File: src/verilog/rv_macros.svh
`ifndef RV_MACROS_SVH
`define RV_MACROS_SVH

// register and instruction widths
`define RV_XLEN 64
`define RV_ILEN 32

// first fetch address out of reset
`define RV_RESET_PC 64'h0

// sign-extend the low w bits of a plain signal to full register width
`define RV_SEXT(val, w) {{(`RV_XLEN - (w)){val[(w) - 1]}}, val[(w) - 1:0]}

`endif
File: src/verilog/rv_pkg.sv
package rv_pkg;

  // every operation the core knows, grouped by instruction class
  typedef enum logic [5:0] {
    // upper immediates and jumps
    op_lui, op_auipc, op_jal, op_jalr,
    // branches
    op_beq, op_bne, op_blt, op_bge, op_bltu, op_bgeu,
    // loads
    op_lb, op_lh, op_lw, op_ld, op_lbu, op_lhu, op_lwu,
    // stores
    op_sb, op_sh, op_sw, op_sd,
    // register-immediate
    op_addi, op_slti, op_sltiu, op_xori, op_ori, op_andi,
    op_slli, op_srli, op_srai,
    // register-register
    op_add, op_sub, op_sll, op_slt, op_sltu,
    op_xor, op_srl, op_sra, op_or, op_and,
    // 32-bit word forms
    op_addiw, op_slliw, op_srliw, op_sraiw,
    op_addw, op_subw, op_sllw, op_srlw, op_sraw,
    // system
    op_ebreak,
    op_illegal
  } op_e;

  // access width of a load or store
  typedef enum logic [1:0] {
    size_byte,
    size_half,
    size_word,
    size_double
  } mem_size_e;

  typedef logic [4:0] reg_idx_t;

endpackage

File: src/verilog/rv_stage_if.sv
`timescale 1ns/1ps
`include "rv_macros.svh"

// decoded instruction handed from decode to execute
interface issue_if;
  rv_pkg::op_e         op;
  logic [`RV_XLEN-1:0] src1;
  logic [`RV_XLEN-1:0] src2;
  logic [`RV_XLEN-1:0] imm;
  logic [`RV_XLEN-1:0] pc;
  rv_pkg::reg_idx_t    rd;

  modport producer (output op, src1, src2, imm, pc, rd);
  modport consumer (input op, src1, src2, imm, pc, rd);
endinterface


File: src/verilog/rv_decode.sv
`timescale 1ns/1ps
`include "rv_macros.svh"

module rv_decode (
  input  logic                clk,
  input  logic                rst,
  output logic [`RV_XLEN-1:0] imem_addr,
  input  logic [`RV_ILEN-1:0] imem_data,
  input  logic [`RV_XLEN-1:0] next_pc,
  output rv_pkg::reg_idx_t    raddr1,
  output rv_pkg::reg_idx_t    raddr2,
  input  logic [`RV_XLEN-1:0] rdata1,
  input  logic [`RV_XLEN-1:0] rdata2,
  issue_if.producer           issue,
  output logic                illegal,
  output logic                halted
);

  logic [`RV_XLEN-1:0] pc;
  logic [`RV_ILEN-1:0] inst;
  logic [6:0]          opcode;
  logic [2:0]          funct3;
  logic [6:0]          funct7;
  logic [`RV_XLEN-1:0] imm_i, imm_s, imm_b, imm_u, imm_j;
  rv_pkg::op_e         dec_op;

  // pc holds once halted; ebreak itself already returns its own pc
  always_ff @(posedge clk) begin
    if (rst) begin
      pc     <= `RV_RESET_PC;
      halted <= 1'b0;
    end else begin
      if (!halted) begin
        pc <= next_pc;
      end
      if (dec_op == rv_pkg::op_ebreak) begin
        halted <= 1'b1;
      end
    end
  end

  assign imem_addr = pc;
  assign inst      = imem_data;
  assign opcode    = inst[6:0];
  assign funct3    = inst[14:12];
  assign funct7    = inst[31:25];
  assign raddr1    = inst[19:15];
  assign raddr2    = inst[24:20];

  // immediates of the five formats
  assign imm_i = {{(`RV_XLEN-12){inst[31]}}, inst[31:20]};
  assign imm_s = {{(`RV_XLEN-12){inst[31]}}, inst[31:25], inst[11:7]};
  assign imm_b = {{(`RV_XLEN-13){inst[31]}}, inst[31], inst[7], inst[30:25], inst[11:8], 1'b0};
  assign imm_u = {{(`RV_XLEN-32){inst[31]}}, inst[31:12], 12'b0};
  assign imm_j = {{(`RV_XLEN-21){inst[31]}}, inst[31], inst[19:12], inst[20], inst[30:21], 1'b0};

  always_comb begin
    dec_op = rv_pkg::op_illegal;
    case (opcode)
      7'b0110111: dec_op = rv_pkg::op_lui;
      7'b0010111: dec_op = rv_pkg::op_auipc;
      7'b1101111: dec_op = rv_pkg::op_jal;
      7'b1100111: if (funct3 == 3'b000) dec_op = rv_pkg::op_jalr;
      7'b1100011: begin
        case (funct3)
          3'b000: dec_op = rv_pkg::op_beq;
          3'b001: dec_op = rv_pkg::op_bne;
          3'b100: dec_op = rv_pkg::op_blt;
          3'b101: dec_op = rv_pkg::op_bge;
          3'b110: dec_op = rv_pkg::op_bltu;
          3'b111: dec_op = rv_pkg::op_bgeu;
          default: ;
        endcase
      end
      7'b0000011: begin
        case (funct3)
          3'b000: dec_op = rv_pkg::op_lb;
          3'b001: dec_op = rv_pkg::op_lh;
          3'b010: dec_op = rv_pkg::op_lw;
          3'b011: dec_op = rv_pkg::op_ld;
          3'b100: dec_op = rv_pkg::op_lbu;
          3'b101: dec_op = rv_pkg::op_lhu;
          3'b110: dec_op = rv_pkg::op_lwu;
          default: ;
        endcase
      end
      7'b0100011: begin
        case (funct3)
          3'b000: dec_op = rv_pkg::op_sb;
          3'b001: dec_op = rv_pkg::op_sh;
          3'b010: dec_op = rv_pkg::op_sw;
          3'b011: dec_op = rv_pkg::op_sd;
          default: ;
        endcase
      end
      7'b0010011: begin
        // 64-bit shifts use a 6-bit shamt, so only inst[31:26] qualifies
        case (funct3)
          3'b000: dec_op = rv_pkg::op_addi;
          3'b010: dec_op = rv_pkg::op_slti;
          3'b011: dec_op = rv_pkg::op_sltiu;
          3'b100: dec_op = rv_pkg::op_xori;
          3'b110: dec_op = rv_pkg::op_ori;
          3'b111: dec_op = rv_pkg::op_andi;
          3'b001: if (inst[31:26] == 6'b000000) dec_op = rv_pkg::op_slli;
          3'b101: begin
            if (inst[31:26] == 6'b000000) dec_op = rv_pkg::op_srli;
            else if (inst[31:26] == 6'b010000) dec_op = rv_pkg::op_srai;
          end
          default: ;
        endcase
      end
      7'b0110011: begin
        case ({funct7, funct3})
          10'b0000000_000: dec_op = rv_pkg::op_add;
          10'b0100000_000: dec_op = rv_pkg::op_sub;
          10'b0000000_001: dec_op = rv_pkg::op_sll;
          10'b0000000_010: dec_op = rv_pkg::op_slt;
          10'b0000000_011: dec_op = rv_pkg::op_sltu;
          10'b0000000_100: dec_op = rv_pkg::op_xor;
          10'b0000000_101: dec_op = rv_pkg::op_srl;
          10'b0100000_101: dec_op = rv_pkg::op_sra;
          10'b0000000_110: dec_op = rv_pkg::op_or;
          10'b0000000_111: dec_op = rv_pkg::op_and;
          default: ;
        endcase
      end
      7'b0011011: begin
        if (funct3 == 3'b000) dec_op = rv_pkg::op_addiw;
        else if ({funct7, funct3} == 10'b0000000_001) dec_op = rv_pkg::op_slliw;
        else if ({funct7, funct3} == 10'b0000000_101) dec_op = rv_pkg::op_srliw;
        else if ({funct7, funct3} == 10'b0100000_101) dec_op = rv_pkg::op_sraiw;
      end
      7'b0111011: begin
        case ({funct7, funct3})
          10'b0000000_000: dec_op = rv_pkg::op_addw;
          10'b0100000_000: dec_op = rv_pkg::op_subw;
          10'b0000000_001: dec_op = rv_pkg::op_sllw;
          10'b0000000_101: dec_op = rv_pkg::op_srlw;
          10'b0100000_101: dec_op = rv_pkg::op_sraw;
          default: ;
        endcase
      end
      7'b1110011: if (inst == 32'h0010_0073) dec_op = rv_pkg::op_ebreak;
      default: ;
    endcase
  end

  // operand selection so execute never sees encodings
  always_comb begin
    issue.src1 = rdata1;
    issue.src2 = rdata2;
    issue.imm  = imm_i;
    case (opcode)
      7'b0110111: begin
        issue.src1 = '0;
        issue.src2 = imm_u;
      end
      7'b0010111: begin
        issue.src1 = pc;
        issue.src2 = imm_u;
      end
      7'b1101111: begin
        issue.src1 = pc;
        issue.src2 = imm_j;
        issue.imm  = imm_j;
      end
      7'b1100111, 7'b0000011, 7'b0010011, 7'b0011011: issue.src2 = imm_i;
      7'b1100011: issue.imm = imm_b;
      7'b0100011: issue.imm = imm_s;
      default: ;
    endcase
  end

  // once halted, issue a nop to x0
  assign issue.op = halted ? rv_pkg::op_addi : dec_op;
  assign issue.rd = halted ? 5'd0 : inst[11:7];
  assign issue.pc = pc;

  assign illegal = !halted && (dec_op == rv_pkg::op_illegal);

endmodule

File: src/flat_wrapper.sv
// flat-port wrapper written by rule: the top's interface ports become plain ports
module rv_decode_flat 
  (clk, rst, imem_addr, imem_data, next_pc, raddr1, raddr2, rdata1, rdata2, illegal, halted, issue_op, issue_src1, issue_src2, issue_imm, issue_pc, issue_rd);
  issue_if issue_i ();
  input  logic clk;
  input  logic rst;
  output logic [`RV_XLEN-1:0] imem_addr;
  input  logic [`RV_ILEN-1:0] imem_data;
  input  logic [`RV_XLEN-1:0] next_pc;
  output rv_pkg::reg_idx_t raddr1;
  output rv_pkg::reg_idx_t raddr2;
  input  logic [`RV_XLEN-1:0] rdata1;
  input  logic [`RV_XLEN-1:0] rdata2;
  output logic illegal;
  output logic halted;
  output wire logic [$bits(issue_i.op)-1:0] issue_op;
  output wire logic [$bits(issue_i.src1)-1:0] issue_src1;
  output wire logic [$bits(issue_i.src2)-1:0] issue_src2;
  output wire logic [$bits(issue_i.imm)-1:0] issue_imm;
  output wire logic [$bits(issue_i.pc)-1:0] issue_pc;
  output wire logic [$bits(issue_i.rd)-1:0] issue_rd;
  assign issue_op = issue_i.op;
  assign issue_src1 = issue_i.src1;
  assign issue_src2 = issue_i.src2;
  assign issue_imm = issue_i.imm;
  assign issue_pc = issue_i.pc;
  assign issue_rd = issue_i.rd;
  rv_decode u_core (.clk(clk), .rst(rst), .imem_addr(imem_addr), .imem_data(imem_data), .next_pc(next_pc), .raddr1(raddr1), .raddr2(raddr2), .rdata1(rdata1), .rdata2(rdata2), .issue(issue_i), .illegal(illegal), .halted(halted));
endmodule
File: config.mk
export PLATFORM = sky130hd
export DESIGN_NAME = rv_decode_flat
export DESIGN_NICKNAME = d
export VERILOG_FILES = /design/src/verilog/rv_pkg.sv /design/src/verilog/rv_stage_if.sv /design/src/verilog/rv_decode.sv /design/src/flat_wrapper.sv
export VERILOG_INCLUDE_DIRS = /design/src /design/src/verilog
export SDC_FILE = /design/constraint.sdc
export NUM_CORES = 1
export LEC_CHECK = 0
export ABC_AREA = 1
export BUFFER_PORTS_ARGS = -buffer_cell sky130_fd_sc_hd__buf_2
export CAP_MARGIN = 5
export CELL_PAD_IN_SITES_DETAIL_PLACEMENT = 2
export CELL_PAD_IN_SITES_GLOBAL_PLACEMENT = 2
export CORE_AREA = 2 2 222 224
export DETAILED_ROUTE_END_ITERATION = 6
export DIE_AREA = 0 0 224 226
export PLACE_DENSITY_LB_ADDON = 0.1
export SLEW_MARGIN = 20
export SYNTH_ARGS = -nofsm -noshare
export SYNTH_HDL_FRONTEND = slang
export SYNTH_SLANG_ARGS = --single-unit
File: constraint.sdc
create_clock -name clk -period 1.3 [get_ports clk]
set_clock_uncertainty 0.1 [all_clocks]
set_input_delay 0.065 -clock clk [delete_from_list [all_inputs] [get_ports clk]]
set_output_delay 0.065 -clock clk [all_outputs]
set_load 0.01 [all_outputs]
# Word-level counts from Yosys, hierarchy flattened
# Cells that the tools add are included.
op_classes:
  eq_ne: 32
  n_mux: 21
  n_reduce_logical: 8
ops:
  columns: ["operator", "n"]
  rows:
  - ["one-hot mux 64 bit (3 select lines)", 1]
  - ["one-hot mux 64 bit (2 select lines)", 1]
  - ["one-hot mux 6 bit (12 select lines)", 1]
  - ["one-hot mux 20 bit (3 select lines)", 1]
  - ["one-hot mux 6 bit (10 select lines)", 1]
  - ["2-to-1 mux 6 bit", 8]
  - ["one-hot mux 6 bit (8 select lines)", 1]
  - ["one-hot mux 6 bit (7 select lines)", 1]
  - ["equality test 10 x 3 -> 1 bit, second input constant", 4]
  - ["one-hot mux 6 bit (6 select lines)", 1]
  - ["equality test 32 x 21 -> 1 bit, second input constant", 1]
  - ["equality test 7 x 6 -> 1 bit, second input constant", 4]
  - ["equality test 7 bit, second input constant", 4]
  - ["one-hot mux 5 bit (5 select lines)", 1]
  - ["one-hot mux 6 bit (4 select lines)", 1]
  - ["equality test 7 x 5 -> 1 bit, second input constant", 3]
  - ["equality test 10 x 2 -> 1 bit, second input constant", 2]
  - ["equality test 10 x 9 -> 1 bit, second input constant", 2]
  - ["equality test 3 bit, second input constant", 4]
  - ["equality test 6 bit, second input constant", 2]
  - ["equality test 10 x 1 -> 1 bit, second input constant", 1]
  - ["zero test 10 bit", 1]
  - ["2-to-1 mux 5 bit", 2]
  - ["equality test 7 x 2 -> 1 bit, second input constant", 1]
  - ["10 further kinds", 12]
word_totals:
  regBits: 65
  inputBits: 226
  output_inout_bits: 343

# Depth between registers and ports, before layout
depth:
  ltp_word: 8
  depth_mapped: 13
  ltp_nobuf: 13

# Worst setup path after synthesis
# OpenSTA, ideal clock, no wires.
synth_path:
  kind: "register to register"
  from: "reg u_core.halted"
  to: "reg u_core.pc[32], in the netlist u_core.imem_addr[32]"
  setup_time_ns: 0.135
  arrival_time_ns: 1.298
  required_time_ns: 1.065
  setup_slack_ns: -0.232
  stages_incl_launch_ff: 5
  path_buffers: 3
  period_less_slack_ns: 1.532
  cell_sequence: "dfxtp_1 > clkbuf_1 > clkbuf_1 > clkbuf_1 > a211oi_1"
synth_lines:
  columns: ["element", "line_no", "source"]
  rows:
  - ["start, declared", "rv_decode.sv:16", "output logic halted"]
  - ["start signal, assigned", "rv_decode.sv:31", "halted <= 1'b0;"]
  - ["start signal, assigned", "rv_decode.sv:37", "halted <= 1'b1;"]
  - ["end signal, assigned", "rv_decode.sv:30", "pc <= `RV_RESET_PC;"]
  - ["end signal, assigned", "rv_decode.sv:34", "pc <= next_pc;"]
  - ["end, declared", "rv_decode.sv:19", "logic [`RV_XLEN-1:0] pc;"]
# No word-level cell between the ends.

# Worst setup path after layout
layout_path:
  from: "in imem_data[2]"
  to: "out issue_src2[29]"
layout_via:
  elab_chain_cells: 3
  elab_cells_between_ends: 10
  cone_classes: "eq/ne (7); mux (1); reduce/logical (2)"
layout_rtl:
  columns: ["element", "line_no", "source"]
  rows:
  - ["start, declared", "flat_wrapper.sv:8", "input logic [`RV_ILEN-1:0] imem_data;"]
  - ["equality test 7 bit (tied with other cells)", "rv_decode.sv:154", "case (opcode)"]
  - ["OR reduction 4 bit or OR reduction 2 bit (tied branches)", null, null]
  - ["one-hot mux 64 bit (3 select lines) *", "rv_decode.sv:154", null]
  - ["end, declared", "flat_wrapper.sv:18", "output wire logic [$bits(issue_i.src2)-1:0] issue_src2;"]
# Every way passes the cells marked *; elsewhere a longest branch is shown, timed or not.

==> out/qor.yml <==
outcome: "complete, but fails checks"
failed_checks: "negative setup slack"
crit_arrival_ps: 1650
max_slew_margin: 0.689
met2_usage: 0.332
grt_use_met1: 0.224
syn_avg_cell_area_um2: 5.96
grt_remaining_overflow: 0
rsz0062_at_grt: "true"
core.rowCount: 81
fp.dieH_um: 226
routedWlPerCell_um: 21.8
crit_slowest_cell: "nor2_4"
port_buffers: 568
synth_nets: 1218
grt_pass1_wl_um: 67900
synth_cell_types: 35
path_clk_slew_ps: 60
clk_path_buf_depth: 2
r2r_setup_slack_ps: -80
core_um2: 48300
min_path_type: "primary input to flop"
fillers: 5627
cts-htree-levels: 3
cp.required_ps: 1130
ys_async_sr_fraction: 0
crit_chain: "buf_8, buf_6, nand2_4, nor2_4, buf_6, nand2_4, nand2_4, nor2_4, nand2_4, inv_8, buf_12, buf_6, buf_12, nand2_2, o211ai_1, buf_2"
fmax_ghz: 0.552
drt_wl_total_um: 50800
cts-root-buf: "clkbuf_16"
worst_slack_ps: -512
drc: 0
layout_common_cells: "buf_2 (488), buf_4 (133), buf_6 (115), inv_1 (98), nand2_2 (92)"
finalCriticalPeriod_ps: 1810
hpwl_um: 36300
synth_area_um2: 5920
start_kind: "primary input"
start_util: 0.122
maxCapViolations: 0
maxSlewViolCount: 0
viasPerCell: 4.05
final_area_um2: 14900
drive_gt1_frac: 0.718
path_common_cell: "nand2_4"
clock-sinks: 65
final_util: 0.308
ios: 569
drtAntennaViolNets: 0
globalRoute.busiestLayer: "met2"
cts_tree: "done"
hold_viol: 0
final_cells: 2335
drt_iter0_markers: 208
final_common_cell: "buf_2"
cpPeakStageDelay_ps: 200
worstMarginPinSlew_ps: 461
grt_start_max_net_pins: 49
vdd_ir_drop_max_mv: 0.506
met3_usage: 0.0275
netlist_instances: 992
antenna_found_initial: 6
yosys_warnings: 0
drtPass1Iterations: 5
syn_to_final_growth_pct: 151
routabilityCongestion: 0.805
grtUsageTotal: 0.183
yosysSeqAreaShare: 0.220
power.density_nw_per_um2: 578
crit_fanout: 6
die_x_um: 224
design.die.area_um2: 50600
via_count: 9466
crit_path_end_kind: "output port"
power_leakage_uw: 0.00753
placed_cells: 2142
place_area_um2: 9540
synth_ff_type: "dfxtp_1"
clock_latency_ps: 350
synth-edff-count: 0
timing.final.crit_share: 1.39
crit_family: "buffers and inverters"
crit_buf_inv: 8
setup_viol_count_final: 197
path_class: "primary input to output port"
grt_pass1_vias: 9843
ys_ff_latch: 65
cts_made_buffers: 9
nNetsFinal: 1928
==> routing by layer <==
layer / wire length, µm / part of all wire
met2: 26800 / 0.53
met1: 21400 / 0.42
met5: 13 / 0.00026
met3: 1750 / 0.035
met4: 877 / 0.017
==> cell usage after synthesis (2+ instances only) <==
master    count  share of area
inv_1       104          0.066
buf_4       129           0.16
nand2_1     254           0.16
a211oi_1     64          0.081
o21ai_0      88          0.074
buf_2        13          0.011
nand2_2       9         0.0095
dfxtp_1      65           0.22
inv_2        14         0.0089
a22o_1        3         0.0044
o21ai_1       4         0.0034
a21oi_1       7         0.0059
buf_1         4         0.0025
nor2_2        6         0.0063
nand3_1      25          0.021
nor3_1        2         0.0017
nor2_1      134          0.085
nor2_4        5         0.0095
o211ai_1     15          0.019
clkbuf_1     25          0.016
nand4_1       8         0.0085
==> state kept, by name (all words and copies together) (netlist names) <==
signal,count
u_core.imem_addr,64
u_core.halted,1
==> per-stage QoR <==
step / setup WS, ps / total power, µW / TNS [ps] / hold slack (ps)
5_1_grt: -591 / 9080 / -72770 / 151
3_5_place_dp: -663 / 4760 / -70580 / 242
3_3_place_gp: -603 / 4730 / -65640 / 232
2_1_floorplan: -17.6 / 3460 / -103 / 113
4_1_cts: -518 / 8320 / -58340 / 85.1
6_report: -512 / 8600 / -58950 / 123
==> what timing repair did <==
action	in CTS	in global routing
resized for setup	450	403
endpoints found under the hold margin	64	0
hold buffers	64	0
pin swaps	58	89
setup endpoints to repair	155	208
gates cloned	23	16
setup buffers	52	36
==> cells by family after synthesis <==
kind of cell,count (synthesis),synth area share
AOI/OAI and AO/OA,188,0.198
buffers and inverters,291,0.271
DFF,65,0.220
and+or+nand+nor,448,0.311
==> final timing paths <==
| kind | depth (start not counted) | from | endpoint |
|---|---|---|---|
| max | 16 | imem_data[2] | issue_src2[29] |
| min | 3 | rst | u_core.imem_addr[37] |
| max reg2reg | 6 | u_core.halted | u_core.imem_addr[33] |
| min reg2reg | 2 | u_core.imem_addr[29] | u_core.imem_addr[29] |
==> cell type report <==
cell class | instances | area [µm²] | area share
Antenna cell | 6 | 15.0 | 0.00101
Clock buffer | 11 | 254 | 0.0171
Clock inverter | 5 | 61.3 | 0.00412
Inverter | 119 | 504 | 0.0339
Multi-Input combinational cell | 636 | 4990 | 0.335
Sequential cell | 65 | 1310 | 0.0877
Tap cell | 622 | 778 | 0.0523
Timing Repair Buffer | 871 | 6980 | 0.469
==> worst min-delay path, delay by kind of cell <==
kind            cells  cell delay [ps]
buf+inv             2              390
compound gates      1               60
==> power by group <==
part           internal, µW  total, µW  leakage (µW)  switching (µW)
registers              2100       2200      0.000542             106
clock network          1620       2730      0.000155            1110
logic                  1780       3670       0.00683            1890
No activity file was read; power rests on OpenSTA's default activity.
