File: config.mk
export PLATFORM = sky130hd
export DESIGN_NAME = rv_result_flat
export DESIGN_NICKNAME = d
export VERILOG_FILES = /design/src/verilog/rv_pkg.sv /design/src/verilog/rv_stage_if.sv /design/src/verilog/rv_result.sv /design/src/flat_wrapper.sv
export VERILOG_INCLUDE_DIRS = /design/src /design/src/verilog
export SDC_FILE = /design/constraint.sdc
export NUM_CORES = 1
export LEC_CHECK = 0
export CORE_AREA = 2 2 186 188
export CTS_CLUSTER_DIAMETER = 60
export DETAILED_ROUTE_END_ITERATION = 10
export DIE_AREA = 0 0 188 190
export DONT_BUFFER_PORTS = 1
export HOLD_SLACK_MARGIN = 0.02
export PLACE_DENSITY = 0.37
export SYNTH_ARGS = -nofsm -noshare
export SYNTH_HDL_FRONTEND = slang
export SYNTH_SLANG_ARGS = --single-unit
File: constraint.sdc
create_clock -name clk -period 4.05 [get_ports clk]
set_input_delay 0.81 -clock clk [delete_from_list [all_inputs] [get_ports clk]]
set_output_delay 0.81 -clock clk [all_outputs]
set_load 0.005 [all_outputs]
File: src/verilog/rv_macros.svh
`ifndef RV_MACROS_SVH
`define RV_MACROS_SVH

// register and instruction widths
`define RV_XLEN 64
`define RV_ILEN 32

// first fetch address out of reset
`define RV_RESET_PC 64'h0

// sign-extend the low w bits of a plain signal to full register width
`define RV_SEXT(val, w) {{(`RV_XLEN - (w)){val[(w) - 1]}}, val[(w) - 1:0]}

`endif
File: src/verilog/rv_pkg.sv
package rv_pkg;

  // every operation the core knows, grouped by instruction class
  typedef enum logic [5:0] {
    // upper immediates and jumps
    op_lui, op_auipc, op_jal, op_jalr,
    // branches
    op_beq, op_bne, op_blt, op_bge, op_bltu, op_bgeu,
    // loads
    op_lb, op_lh, op_lw, op_ld, op_lbu, op_lhu, op_lwu,
    // stores
    op_sb, op_sh, op_sw, op_sd,
    // register-immediate
    op_addi, op_slti, op_sltiu, op_xori, op_ori, op_andi,
    op_slli, op_srli, op_srai,
    // register-register
    op_add, op_sub, op_sll, op_slt, op_sltu,
    op_xor, op_srl, op_sra, op_or, op_and,
    // 32-bit word forms
    op_addiw, op_slliw, op_srliw, op_sraiw,
    op_addw, op_subw, op_sllw, op_srlw, op_sraw,
    // system
    op_ebreak,
    op_illegal
  } op_e;

  // access width of a load or store
  typedef enum logic [1:0] {
    size_byte,
    size_half,
    size_word,
    size_double
  } mem_size_e;

  typedef logic [4:0] reg_idx_t;

endpackage

File: src/verilog/rv_stage_if.sv
`timescale 1ns/1ps
`include "rv_macros.svh"


// executed instruction handed from execute to result
interface commit_if;
  rv_pkg::op_e         op;
  logic [`RV_XLEN-1:0] alu_result;
  logic [`RV_XLEN-1:0] addr;
  logic [`RV_XLEN-1:0] store_data;
  rv_pkg::reg_idx_t    rd;

  modport producer (output op, alu_result, addr, store_data, rd);
  modport consumer (input op, alu_result, addr, store_data, rd);
endinterface

File: src/verilog/rv_result.sv
`timescale 1ns/1ps
`include "rv_macros.svh"

module rv_result (
  input  logic                clk,
  input  logic                rst,
  commit_if.consumer          commit,
  output logic [`RV_XLEN-1:0] dmem_addr,
  output logic [`RV_XLEN-1:0] dmem_wdata,
  output logic [7:0]          dmem_wmask,
  output logic                dmem_we,
  input  logic [`RV_XLEN-1:0] dmem_rdata,
  output logic                wen,
  output rv_pkg::reg_idx_t    waddr,
  output logic [`RV_XLEN-1:0] wdata
);

  rv_pkg::mem_size_e   size;
  logic                is_load;
  logic                is_store;
  logic                is_unsigned;
  logic                writes_rd;
  logic [2:0]          offset;
  logic [`RV_XLEN-1:0] lane_data;
  logic [`RV_XLEN-1:0] load_val;
  logic [`RV_XLEN-1:0] store_lanes;
  logic [7:0]          size_mask;
  logic [`RV_XLEN-1:0] wdata_q;

  always_comb begin
    size        = rv_pkg::size_double;
    is_load     = 1'b0;
    is_store    = 1'b0;
    is_unsigned = 1'b0;
    writes_rd   = 1'b1;
    case (commit.op)
      rv_pkg::op_lb, rv_pkg::op_lbu, rv_pkg::op_sb: size = rv_pkg::size_byte;
      rv_pkg::op_lh, rv_pkg::op_lhu, rv_pkg::op_sh: size = rv_pkg::size_half;
      rv_pkg::op_lw, rv_pkg::op_lwu, rv_pkg::op_sw: size = rv_pkg::size_word;
      default: ;
    endcase
    case (commit.op)
      rv_pkg::op_lb, rv_pkg::op_lh, rv_pkg::op_lw, rv_pkg::op_ld: is_load = 1'b1;
      rv_pkg::op_lbu, rv_pkg::op_lhu, rv_pkg::op_lwu: {is_load, is_unsigned} = 2'b11;
      rv_pkg::op_sb, rv_pkg::op_sh, rv_pkg::op_sw, rv_pkg::op_sd: begin
        {is_store, writes_rd} = 2'b10;
      end
      rv_pkg::op_beq, rv_pkg::op_bne, rv_pkg::op_blt, rv_pkg::op_bge,
      rv_pkg::op_bltu, rv_pkg::op_bgeu, rv_pkg::op_ebreak,
      rv_pkg::op_illegal: writes_rd = 1'b0;
      default: ;
    endcase
  end

  assign offset    = commit.addr[2:0];
  assign dmem_addr = {commit.addr[`RV_XLEN-1:3], 3'b000};

  // bring the addressed bytes down to lane zero, then extend
  assign lane_data = dmem_rdata >> {offset, 3'b000};

  always_comb begin
    case (size)
      rv_pkg::size_byte: load_val = is_unsigned ? {56'b0, lane_data[7:0]} : `RV_SEXT(lane_data, 8);
      rv_pkg::size_half: load_val = is_unsigned ? {48'b0, lane_data[15:0]} : `RV_SEXT(lane_data, 16);
      rv_pkg::size_word: load_val = is_unsigned ? {32'b0, lane_data[31:0]} : `RV_SEXT(lane_data, 32);
      default:           load_val = lane_data;
    endcase
  end

  // stores move data and byte enables up to the addressed lanes
  always_comb begin
    case (size)
      rv_pkg::size_byte: size_mask = 8'h01;
      rv_pkg::size_half: size_mask = 8'h03;
      rv_pkg::size_word: size_mask = 8'h0f;
      default:           size_mask = 8'hff;
    endcase
  end

  assign store_lanes = commit.store_data << {offset, 3'b000};
  assign dmem_we     = is_store;
  assign dmem_wmask  = is_store ? (size_mask << offset) : 8'h00;

  // write bus keeps the last store value so it does not toggle on other ops
  always_ff @(posedge clk) begin
    if (rst) begin
      wdata_q <= '0;
    end else if (is_store) begin
      wdata_q <= store_lanes;
    end
  end

  assign dmem_wdata = is_store ? store_lanes : wdata_q;

  assign wen   = writes_rd && (commit.rd != 5'd0);
  assign waddr = commit.rd;
  assign wdata = is_load ? load_val : commit.alu_result;

endmodule

File: src/flat_wrapper.sv
// flat-port wrapper written by rule: the top's interface ports become plain ports
module rv_result_flat 
  (clk, rst, dmem_addr, dmem_wdata, dmem_wmask, dmem_we, dmem_rdata, wen, waddr, wdata, commit_op, commit_alu_result, commit_addr, commit_store_data, commit_rd);
  commit_if commit_i ();
  input  logic clk;
  input  logic rst;
  output logic [`RV_XLEN-1:0] dmem_addr;
  output logic [`RV_XLEN-1:0] dmem_wdata;
  output logic [7:0] dmem_wmask;
  output logic dmem_we;
  input  logic [`RV_XLEN-1:0] dmem_rdata;
  output logic wen;
  output rv_pkg::reg_idx_t waddr;
  output logic [`RV_XLEN-1:0] wdata;
  input wire logic [$bits(commit_i.op)-1:0] commit_op;
  input wire logic [$bits(commit_i.alu_result)-1:0] commit_alu_result;
  input wire logic [$bits(commit_i.addr)-1:0] commit_addr;
  input wire logic [$bits(commit_i.store_data)-1:0] commit_store_data;
  input wire logic [$bits(commit_i.rd)-1:0] commit_rd;
  assign commit_i.op = commit_op;
  assign commit_i.alu_result = commit_alu_result;
  assign commit_i.addr = commit_addr;
  assign commit_i.store_data = commit_store_data;
  assign commit_i.rd = commit_rd;
  rv_result u_core (.clk(clk), .rst(rst), .commit(commit_i), .dmem_addr(dmem_addr), .dmem_wdata(dmem_wdata), .dmem_wmask(dmem_wmask), .dmem_we(dmem_we), .dmem_rdata(dmem_rdata), .wen(wen), .waddr(waddr), .wdata(wdata));
endmodule
### After elaboration in Yosys (flattened, before gate mapping)

Index checks and enable logic that the tools add are counted.
W data, S select, Z words.

* output and inout bits: 207
* input bits: 269
* flip-flop bits (word level): 64
* logic and storage cells: 48

* equal/unequal tests: 21
* shifts and indexed selects: 3
* reductions and logical operators: 10
* muxes and demuxes: 13

Operators by type and width (count)
* $mux W64: 5
* $pmux W64 S3: 1
* $shl A64 B6 Y64: 1
* $shr A64 B6 Y64: 1
* $eq A6 B4 Y1 const B: 8
* $eq A6 B5 Y1 const B: 5
* $eq A6 B3 Y1 const B: 4
* $pmux W8 S3: 1
* $eq A6 B6 Y1 const B: 2
* $reduce_or A12 Y1: 1
* $reduce_or A3 Y1: 4
* $mux W8: 1
* $shl A8 B3 Y8: 1
* $reduce_or A7 Y1: 1
* $pmux W2 S3: 1
* $reduce_bool A5 Y1: 1
* $mux W1: 4
* $reduce_or A4 Y1: 1
* $eq A2 B1 Y1 const B: 1
* $eq A2 B2 Y1 const B: 1
* $logic_not A2 Y1: 1
* $logic_and A1 B1 Y1: 1

### Longest topological paths before layout

Gate-level depths: netlist (run 1).

* depth after elaboration: 7
* depth in mapped cells: 11
* gate-level depth less buffers: 6

### Worst setup path after synthesis (run 1)

Ideal clock, no wire load.

* kind: input-to-output
* start: in commit_op[3]
* end: out wdata[62]
* arrival: 2.679 ns
* path buffers: 2
* setup slack: 0.561 ns
* data required time: 3.240 ns
* cell stages on the path: 8
* cells stage by stage: buf_2 or4b_1 a211oi_2 nand4_1 a221o_1 and3_1 buf_6 a21oi_2

* cells in the longest elaborated chain, start to end: 6
* elaborated cells between the ends (all ways): 26
* classes of those cells: eq/ne (12); mux (8); reduce/logical (6)

Ends and longest elaborated chain
* start: declaration: line flat_wrapper.sv:15 `input wire logic [$bits(commit_i.op)-1:0] commit_op;`
* $eq A6 B4 Y1, or another cell as far along: line rv_result.sv:36, rv_result.sv:42
* $reduce_or A3 Y1, on equally long branches: line rv_result.sv:36, rv_result.sv:42
* $pmux W2 S3 or $mux W1 (tied branches): line rv_result.sv:36, rv_result.sv:42
* $eq A2 B2 Y1, or another cell as far along: line rv_result.sv:62 `case (size)`
* $pmux W64 S3: line rv_result.sv:62
* $mux W64 *: line rv_result.sv:97 `assign wdata = is_load ? load_val : commit.alu_result;`
* end: declaration: line flat_wrapper.sv:14 `` output logic [`RV_XLEN-1:0] wdata; ``

Every way passes the cells marked *; elsewhere a longest branch is shown, timed or not.

### Final worst setup path (run 1)

* start: in commit_op[0]
* end: out wdata[55]

Same word-level chain as after synthesis.

==> results.md, run 1 <==
* Status: finished clean
* Layout cell share with drive strength beyond 1 at about 12%
* Final Skew at 0 ps
* Antenna-violating nets left at 0
* Critical R2R Capture: u_core.wdata_q[41]$_SDFF_PP0_
* DR WL/cell at 27.56 um
* Die X at 188 um
* Power per cell area at between 200 and 300 nW/um^2
* Largest net degree at the start of global routing at around 120
* Cell area after synthesis at 7405 um^2
* Reg clk slew, reported paths at 50 ps
* First-pass DRT Iterations at 5
* Crit-path max FO at 24
* Clock latency on the worst-skew pair at around 330 ps
* Hold WC Path Type: flip-flop to flip-flop
* Maximum clock frequency at 269.4 MHz
* Post-CTS Setup Repair Bufs at 0
* Initial antenna violation count at 4
* Setup crit end: wdata[55]
* Synth warn at 0
* Sequential area share after synthesis at 17.30%
* Yosys reg bits at 64
* Via count at 7,094
* Overflow after GRT at 0
* Ys async rst share at 0%
* DRT Wirelength at between 30,000 and 40,000 um
* Nets at 1,191
* Count of input and output buffers at 0
* Final TNS setup at 0 ps
* Peak VDD IR at 0.1601 mV
* Final Hold Fails at 0
* Number of synthesized flops with an enable pin at 0
* Post-CTS Hold Buffers at 0
* Max Root-Sink Buffers at 2
* Flop-to-flop setup slack at 3150 ps
* Top_reg_cell synth: dfxtp_1
* Post-route DRC at 0
* Synth Instances at 1,038
* CP endpoint kind: primary output
* # H-tree levels at 3
* Layout Area Growth over Synthesis at 4.106%
* Count of cell types in the netlist at 54
* CP startpoint kind: input port
* Hold Startpoint: u_core.wdata_q[7]$_SDFF_PP0_
* Initial DRC Count at approximately 330
* CTS Buf Count at 9
* Vias/cell at 5.118
* Clk root buf: clkbuf_16
* Finish-stage setup viols at 0
* RSZ-0062 raised after global routing: false
* Leakage at 3.000 nW
* Mean Syn Cell Area at 7.134 um^2
* Min Tclk post-route at 3712 ps
* Final Cycle Share at 91.65%
* Relative slew slack at between 40% and 50%
* Largest Register: u_core.wdata_q
* IO Pins at 476
* Initial core utilization at a little over a fifth
* CP Class: input port to primary output
* Vias in the first global route at 7,073
* GRT Util Overall at 20.61%
* Global-route wire length before repair at 52,990 um
* Hold path cells at 2
* Max FFs per register at 64
* Die area at between 30,000 and 40,000 um^2
* Arrival time worst endpoint at between 2000 and 3000 ps
* Critical Path RT at 3240 ps
* Die Y-Extent at 190 um
* CTS Sinks at 64
* TritonCTS clock tree: done
* Final HPWL DP at 29,910 um
* Rows at 68
* Core Box Area at 33,950 um^2
* MaxCap Viol Count at 0
* Worst-Margin Slew at a little over 800 ps
* Pins over their slew limit at 0
* Regs by FF count: u_core.wdata_q (64)
* Reg2Reg Launch Point: u_core.wdata_q[41]$_SDFF_PP0_
* RD Place Congestion at 0.8956
* Post_cts resized at 0
* WHS at 459.8 ps
* Crit. Startpoint: commit_op[0]
* Path depth of the worst reg2reg path at 3
* Layout fillers at 3,807
[cell usage after synthesis (3+ instances only)]
cell type / instances / area, um^2
nand3_1: 20 / 100.1
mux2_2: 27 / 304.0
a21oi_2: 8 / 70.07
nand2b_1: 5 / 31.28
a22oi_1: 8 / 60.06
o21a_1: 9 / 67.56
a211o_1: 9 / 78.83
a31oi_1: 24 / 150.1
buf_1: 14 / 52.55
a2bb2oi_1: 7 / 61.31
nand2_1: 165 / 619.3
a211oi_1: 21 / 157.7
or2_2: 9 / 56.30
a21oi_1: 43 / 215.2
dfxtp_1: 64 / 1281
o22ai_1: 4 / 25.02
mux4_2: 7 / 157.7
buf_2: 20 / 100.1
mux2i_1: 98 / 980.9
nor3_1: 6 / 30.03
buf_6: 3 / 33.78
a32oi_1: 8 / 70.07
nor3b_1: 3 / 22.52
clkbuf_1: 54 / 202.7
o22a_1: 41 / 359.1
buf_4: 73 / 548.0
and3_1: 3 / 18.77
o21ai_0: 28 / 140.1
o31ai_1: 25 / 187.7
a21o_1: 11 / 82.58
a311o_1: 8 / 80.08
nor2b_1: 60 / 375.4
nor2_1: 122 / 457.9
inv_1: 5 / 18.77
and2_1: 3 / 18.77
[worst min-delay path by stage]
stage	endpoint	slack, ps
CTS	u_core.wdata_q[7]$_SDFF_PP0_	460
global placement	u_core.wdata_q[3]$_SDFF_PP0_	450
floorplan	u_core.wdata_q[0]$_SDFF_PP0_	440
detailed placement	u_core.wdata_q[7]$_SDFF_PP0_	450
global route	u_core.wdata_q[0]$_SDFF_PP0_	480
finish	u_core.wdata_q[7]$_SDFF_PP0_	460
[critical path: stages]
cell	delay, ps
or4b_1	550
a211oi_2	310
nand4_1	180
a221o_1	380
nand3_2	390
o22a_1	260
[routing by layer]
layer / GRT usage, % / part of all wire, % / vias to the layer above
li1: - / - / 3384
met1: 20.03 / 34 / 3339
met2: 38.69 / 52 / 312
met3: 8.135 / 10 / 55
met4: 8.631 / 3.3 / 4
met5: 0 / 0.079 / -
[metrics by stage]
stage | instance area, um^2 | utilization [%] | cells | power, mW | setup slack [ps]
after global placement | 7398 | 21.79 | 1366 | 1.249 | 414.7
after detailed placement | 7398 | 21.79 | 1366 | 1.250 | 325.7
after global routing | 7704 | 22.69 | 1384 | 2.134 | 199.6
after floorplan | 7412 | - | 1040 | 1.187 | 560.8
final | 7709 | 22.71 | 1386 | 2.039 | 338.3
after CTS | 7699 | 22.68 | 1382 | 2.077 | 316.5
[area by class of cell]
cell class,instances,area (um^2),share of cell area [%]
clock inverters,3,40.04,0.5194
inverters,7,26.28,0.3409
multi-input cells,805,5196,67.41
well taps,455,569.3,7.385
flip-flops and latches,64,1281,16.62
repair buffers,35,325.3,4.220
clock buffers,13,260.3,3.376
diodes,4,10.01,0.1298
[layout by cell type, fill, tap and decap left out, types with 24 or more instances in the layout]
| cell type | synthesis | layout |
|---|---|---|
| nand2_1 | 165 | 165 |
| nor2_1 | 122 | 120 |
| mux2i_1 | 98 | 98 |
| dfxtp_1 | 64 | 64 |
| nor2b_1 | 60 | 60 |
| a21oi_1 | 43 | 42 |
| o22a_1 | 41 | 41 |
| buf_4 | 73 | 30 |
| o21ai_0 | 28 | 28 |
| mux2_2 | 27 | 27 |
| o31ai_1 | 25 | 25 |
| a31oi_1 | 24 | 24 |
[cell families (layout without fill, tap and decap cells)]
kind of cell,after synthesis,in the layout,synth area share (%)
and+or+nand+nor,407,407,24.59
buffers and inverters,171,58,13.01
muxes,132,132,19.48
AOI/OAI and AO/OA,262,262,25.45
DFF,64,64,17.30
other,1,7,0.05064
xor gates and xnor gates,1,1,0.1183
[where the power goes]
part | total [mW] | internal [mW] | leakage [nW] | switching [mW]
clock network | 0.811 | 0.509 | 0.150 | 0.302
logic | 0.584 | 0.244 | 2.33 | 0.340
registers | 0.644 | 0.641 | 0.517 | 0.00278
No activity file was read; power rests on OpenSTA's default activity.
==> inputs of run 2 (changes only) <==
- MAX_ROUTING_LAYER: unset -> met4
==> run 2 against run 1 <==
Compared with the run above:
- setup slack worse by 8.2 ps
- via count down 0.80%
- routed wire length about the same
- cell count up 0.14%
- highest routed layer is now met4
- maximum frequency down 0.22%
- utilization about the same
- critical endpoint is now wdata[54]
- die area unchanged
- design area about the same
- worst hold slack worse by 0.97 ps
- sequential cell count unchanged
- global-route usage up 0.59 points
- largest cell class unchanged
- non-clock buffer count unchanged
==> results.md, run 2 (synthesis results as in run 1) <==
* Leakage at between 2 and 3 nW
* Largest Register: u_core.wdata_q
* Die Y-Extent at 190 um
* Antenna-violating nets left at 0
* Rows at just under 70
* Reg clk slew, reported paths at roughly 50 ps
* Layout cell share with drive strength beyond 1 at 12.08%
* Hold Startpoint: u_core.wdata_q[0]$_SDFF_PP0_
* Power Total at between 2 and 2.5 mW
* Commonest non-fill, non-tap cells in the layout: nand2_1, nor2_1, mux2i_1
* CTS Buf Count at 9
* Vias/cell at 5.070
* Final Skew at 0 ps
* Pins over their slew limit at 0
* RSZ-0062 raised after global routing: false
* Post_cts resized at 0
* Max Root-Sink Buffers at 2
* Final TNS setup at 0 ps
* Final Hold Fails at 0
* First-pass DRT Iterations at 5
* # H-tree levels at 3
* Post-CTS Setup Repair Bufs at 0
* CTS Sinks at 64
* Max incr delay on CP at about 550 ps
* Initial core utilization at 21.81%
* Crit-path slowest cell: or4b_1
* Via count at 7,037
* Cell Chain, Critical Path: or4b_1, a211oi_2, nand4_1, a221o_1, nand3_2, o22a_1
* Arrival time worst endpoint at 2910 ps
* Max FFs per register at 64
* Clk root buf: clkbuf_16
* CP endpoint kind: primary output
* Global-route wire length before repair at around 53,000 um
* Die area at 35,720 um^2
* Min Tclk post-route at 3720 ps
* IO Pins at 476
* DR WL/cell at 27.55 um
* WHS at 458.8 ps
* Core Box Area at ~34,000 um^2
* Crit-path max FO at 24
* Worst-Margin Slew at 787.6 ps
* Maximum clock frequency at 268.8 MHz
* Relative slew slack at 47.17%
* Final HPWL DP at 29,910 um
* Finish-stage setup viols at 0
* Crit. Startpoint: commit_op[0]
* RD Place Congestion at 0.9107
* Power per cell area at 264.0 nW/um^2
* Critical Path RT at 3240 ps
* Count of input and output buffers at 0
* Die X at 188 um
* TritonCTS clock tree: done
* Reg2Reg Launch Point: u_core.wdata_q[41]$_SDFF_PP0_
* Post-CTS Hold Buffers at 0
* Largest net degree at the start of global routing at roughly 120
* Nets at 1,191
* Peak VDD IR at roughly 0.16 mV
* Commonest non-fill, non-tap cell in the layout: nand2_1
* Initial antenna violation count at 4
* Initial DRC Count at 321
* Overflow after GRT at 0
* DRT Wirelength at 38,230 um
* MaxCap Viol Count at 0
* Post-route DRC at 0
* Regs by FF count: u_core.wdata_q (64)
* Vias in the first global route at 7,060
* GRT Util Overall at 21.20%
* CP Class: input port to primary output
* Layout Area Growth over Synthesis at 4.174%
* Final Cycle Share at 91.85%
* Status: finished clean
* CP startpoint kind: input port
* Hold WC Path Type: flip-flop to flip-flop
* Clock latency on the worst-skew pair at 330 ps
[run 2: changes by cell type in the layout (fill, tap and decap cells not counted), sizes merged]
| cell | before | now |
|---|---|---|
| diode | 4 | 6 |
[run 2: per-layer routing]
metal,vias up,wire [um],track usage [%]
li1,3389,-,-
met1,3288,13130,19.86
met2,310,19970,38.66
met3,50,3975,8.412
met5,-,0,-
met4,0,1161,8.571
[run 2: layout make-up]
type                            instances  area, um^2
Multi-Input combinational cell        805        5196
Sequential cell                        64        1281
Timing Repair Buffer                   35       325.3
Antenna cell                            6       15.01
Inverter                                7       26.28
Tap cell                              455       569.3
Clock buffer                           13       260.3
Clock inverter                          3       40.04
Fill cell                            3806       26230
[run 2: report_power, final]
group | total (mW) | switching [mW] | internal [mW]
registers | 0.644 | 0.00278 | 0.641
clock network | 0.808 | 0.299 | 0.509
logic | 0.584 | 0.341 | 0.244
[run 2: final timing paths]
path	cells after the start	slack (ps)	endpoint
min reg2reg	2	460	u_core.wdata_q[0]$_SDFF_PP0_
max	6	330	wdata[54]
max reg2reg	3	3140	u_core.wdata_q[41]$_SDFF_PP0_
min	2	460	u_core.wdata_q[0]$_SDFF_PP0_
[run 2: metrics by stage]
step / worst slack [ps] / cells / cell area [um^2] / utilization (%)
2_1_floorplan: 560.8 / 1040 / 7412 / -
6_report: 330.1 / 1388 / 7714 / 22.72
5_1_grt: 199.6 / 1386 / 7709 / 22.71
3_3_place_gp: 414.7 / 1366 / 7398 / 21.79
3_5_place_dp: 325.7 / 1366 / 7398 / 21.79
4_1_cts: 316.5 / 1382 / 7699 / 22.68
[run 2: worst max-delay path: cells and delay by family]
family | cells | cell delay [ps]
and+or+nand+nor | 3 | 1120
AOI/OAI and AO/OA | 3 | 950
==> inputs of run 3 (changes only) <==
- CORE_AREA: 2 2 186 188 -> 2 2 184 186
- DIE_AREA: 0 0 188 190 -> 0 0 186 188
- PLACE_DENSITY: 0.37 -> 0.45
==> run 3 against run 2 <==
Compared with the run above:
- total power increased by 1.8%
- routed wire length is 4.0% lower
- maximum frequency is 0.39% lower
- setup slack lost 15 ps
- register-to-register slack got worse by 50 ps
- clock power is 5.6% higher
- design area down 1.2%
- utilization increased by 0.29 points
- critical path depth unchanged
- clock skew is the same
- via count rose by 0.88%
- die area shrank 2.1%
- largest power group unchanged
- highest routed layer unchanged
==> results.md, run 3 (synthesis results as in run 1) <==
* Die area at 34,970 um^2
* Final TNS setup at 0 ps
* Regs by FF count: u_core.wdata_q (64)
* Final WS setup at 315.4 ps
* Reg power frac at a little under a third
* Initial core utilization at 22.36%
* Crit-path max FO at 24
* DR WL/cell at 26.82 um
* Core Box Area at roughly 33,000 um^2
* TritonCTS clock tree: done
* Pre-CTS WS at 305.8 ps
* Post-CTS Setup Repair Bufs at 0
* Hold WC Path Type: flip-flop to flip-flop
* Layout cell share with drive strength beyond 1 at 11.04%
* Pins over their slew limit at 0
* Vias/cell at 5.189
* Via count at 7,099
* Global-route wire length before repair at 50,100 um
* Nets at 1,179
* Post_cts resized at 0
* Reg clk slew, reported paths at 50 ps
* RD Place Congestion at 0.8461
* Initial antenna violation count at 4
* Clock latency on the worst-skew pair at 340 ps
* Clock power frac at roughly two fifths
* CTS Sinks at 64
* Peak VDD IR at between 0.15 and 0.2 mV
* Comb pwr share at 27.8%
* CTS Buf Count at 9
* Commonest non-fill, non-tap cell in the layout: nand2_1
* Vias in the first global route at 6,996
* Layout Area Growth over Synthesis at 2.890%
* Path depth of the worst reg2reg path at 3
* IO Pins at 476
* GRT Util Overall at 20.66%
* Clk root buf: clkbuf_16
* CP startpoint kind: input port
* Relative slew slack at 40.06%
* Arrival time worst endpoint at 2920 ps
* Max Root-Sink Buffers at 2
* Layout fillers at 3,756
* RSZ-0062 raised after global routing: false
* Final Skew at 0 ps
* Util after Layout at around 23%
* CP Class: input port to primary output
* Switching Fraction at 30.98%
* DP Cell Count at 1,347
* Die Y-Extent at 188 um
* Post-route DRC at 0
* Critical Path RT at 3240 ps
* # H-tree levels at 3
* Finish-stage setup viols at 0
* CP endpoint kind: primary output
* Antenna-violating nets left at 0
* Final HPWL DP at between 20,000 and 30,000 um
* Placed cell areas at approximately 7300 um^2
* Commonest non-fill, non-tap cells in the layout: nand2_1, nor2_1, mux2i_1
* Final Hold Fails at 0
* Hold path cells at 2
* Overflow after GRT at 0
* Pint at ~1.4 mW
* First-pass DRT Iterations at 4
* Max FFs per register at 64
* Die X at 186 um
* Finished Layout Cells at 1,368
* Largest net degree at the start of global routing at 118
* Initial DRC Count at 326
* Rows at 67
* Flop-to-flop setup slack at roughly 3000 ps
* WHS at 453.9 ps
* Maximum clock frequency at 267.8 MHz
* MaxCap Viol Count at 0
* Post-CTS Hold Buffers at 0
* Power per cell area at 272.1 nW/um^2
* DRT Wirelength at about 37,000 um
* Finished Cell Area at 7619 um^2
* Power Total at 2.073 mW
* P_sw at 642.3 uW
* Leakage at roughly 2.9 nW
* Worst-Margin Slew at 891.4 ps
* Largest Register: u_core.wdata_q
* Final Cycle Share at between 90 and 100%
* Min Tclk post-route at 3735 ps
* Status: finished clean
* Count of input and output buffers at 0
==> run 3: layout make-up <==
| type | count | area, um^2 | area share (%) |
|---|---|---|---|
| Antenna cell | 5 | 12.51 | 0.1642 |
| Clock buffer | 10 | 239.0 | 3.137 |
| Clock inverter | 6 | 82.58 | 1.084 |
| Inverter | 7 | 26.28 | 0.3449 |
| Multi-Input combinational cell | 805 | 5194 | 68.17 |
| Sequential cell | 64 | 1281 | 16.82 |
| Tap cell | 448 | 560.5 | 7.358 |
| Timing Repair Buffer | 23 | 222.7 | 2.923 |
==> run 3: per-layer routing <==
layer | vias to the layer above | track usage, % | wire (um)
li1 | 3361 | - | -
met1 | 3356 | 19.07 | 12170
met2 | 311 | 37.98 | 19260
met3 | 71 | 7.613 | 3896
met4 | 0 | 8.359 | 1368
met5 | - | - | 0
==> run 3: power by group through the flow <==
stage,clock (mW),combinational [mW],sequential (mW)
final,0.853,0.576,0.644
after global routing,0.898,0.631,0.645
after CTS,0.872,0.589,0.644
after detailed placement,0,0.587,0.658
after global placement,0,0.586,0.658
after floorplan,0,0.530,0.657
==> run 3: worst paths after layout <==
check | start | endpoint
setup reg to reg | u_core.wdata_q[32]$_SDFF_PP0_ | u_core.wdata_q[32]$_SDFF_PP0_
hold / removal | u_core.wdata_q[2]$_SDFF_PP0_ | u_core.wdata_q[2]$_SDFF_PP0_
hold reg to reg | u_core.wdata_q[2]$_SDFF_PP0_ | u_core.wdata_q[2]$_SDFF_PP0_
setup / recovery | commit_op[0] | wdata[35]
==> run 3: worst max-delay path, stage by stage <==
cell and delay [ps]:
or4b_1 560, a211oi_2 310, nand4_1 190, a221o_1 380, nand3_2 400, o22a_1 260
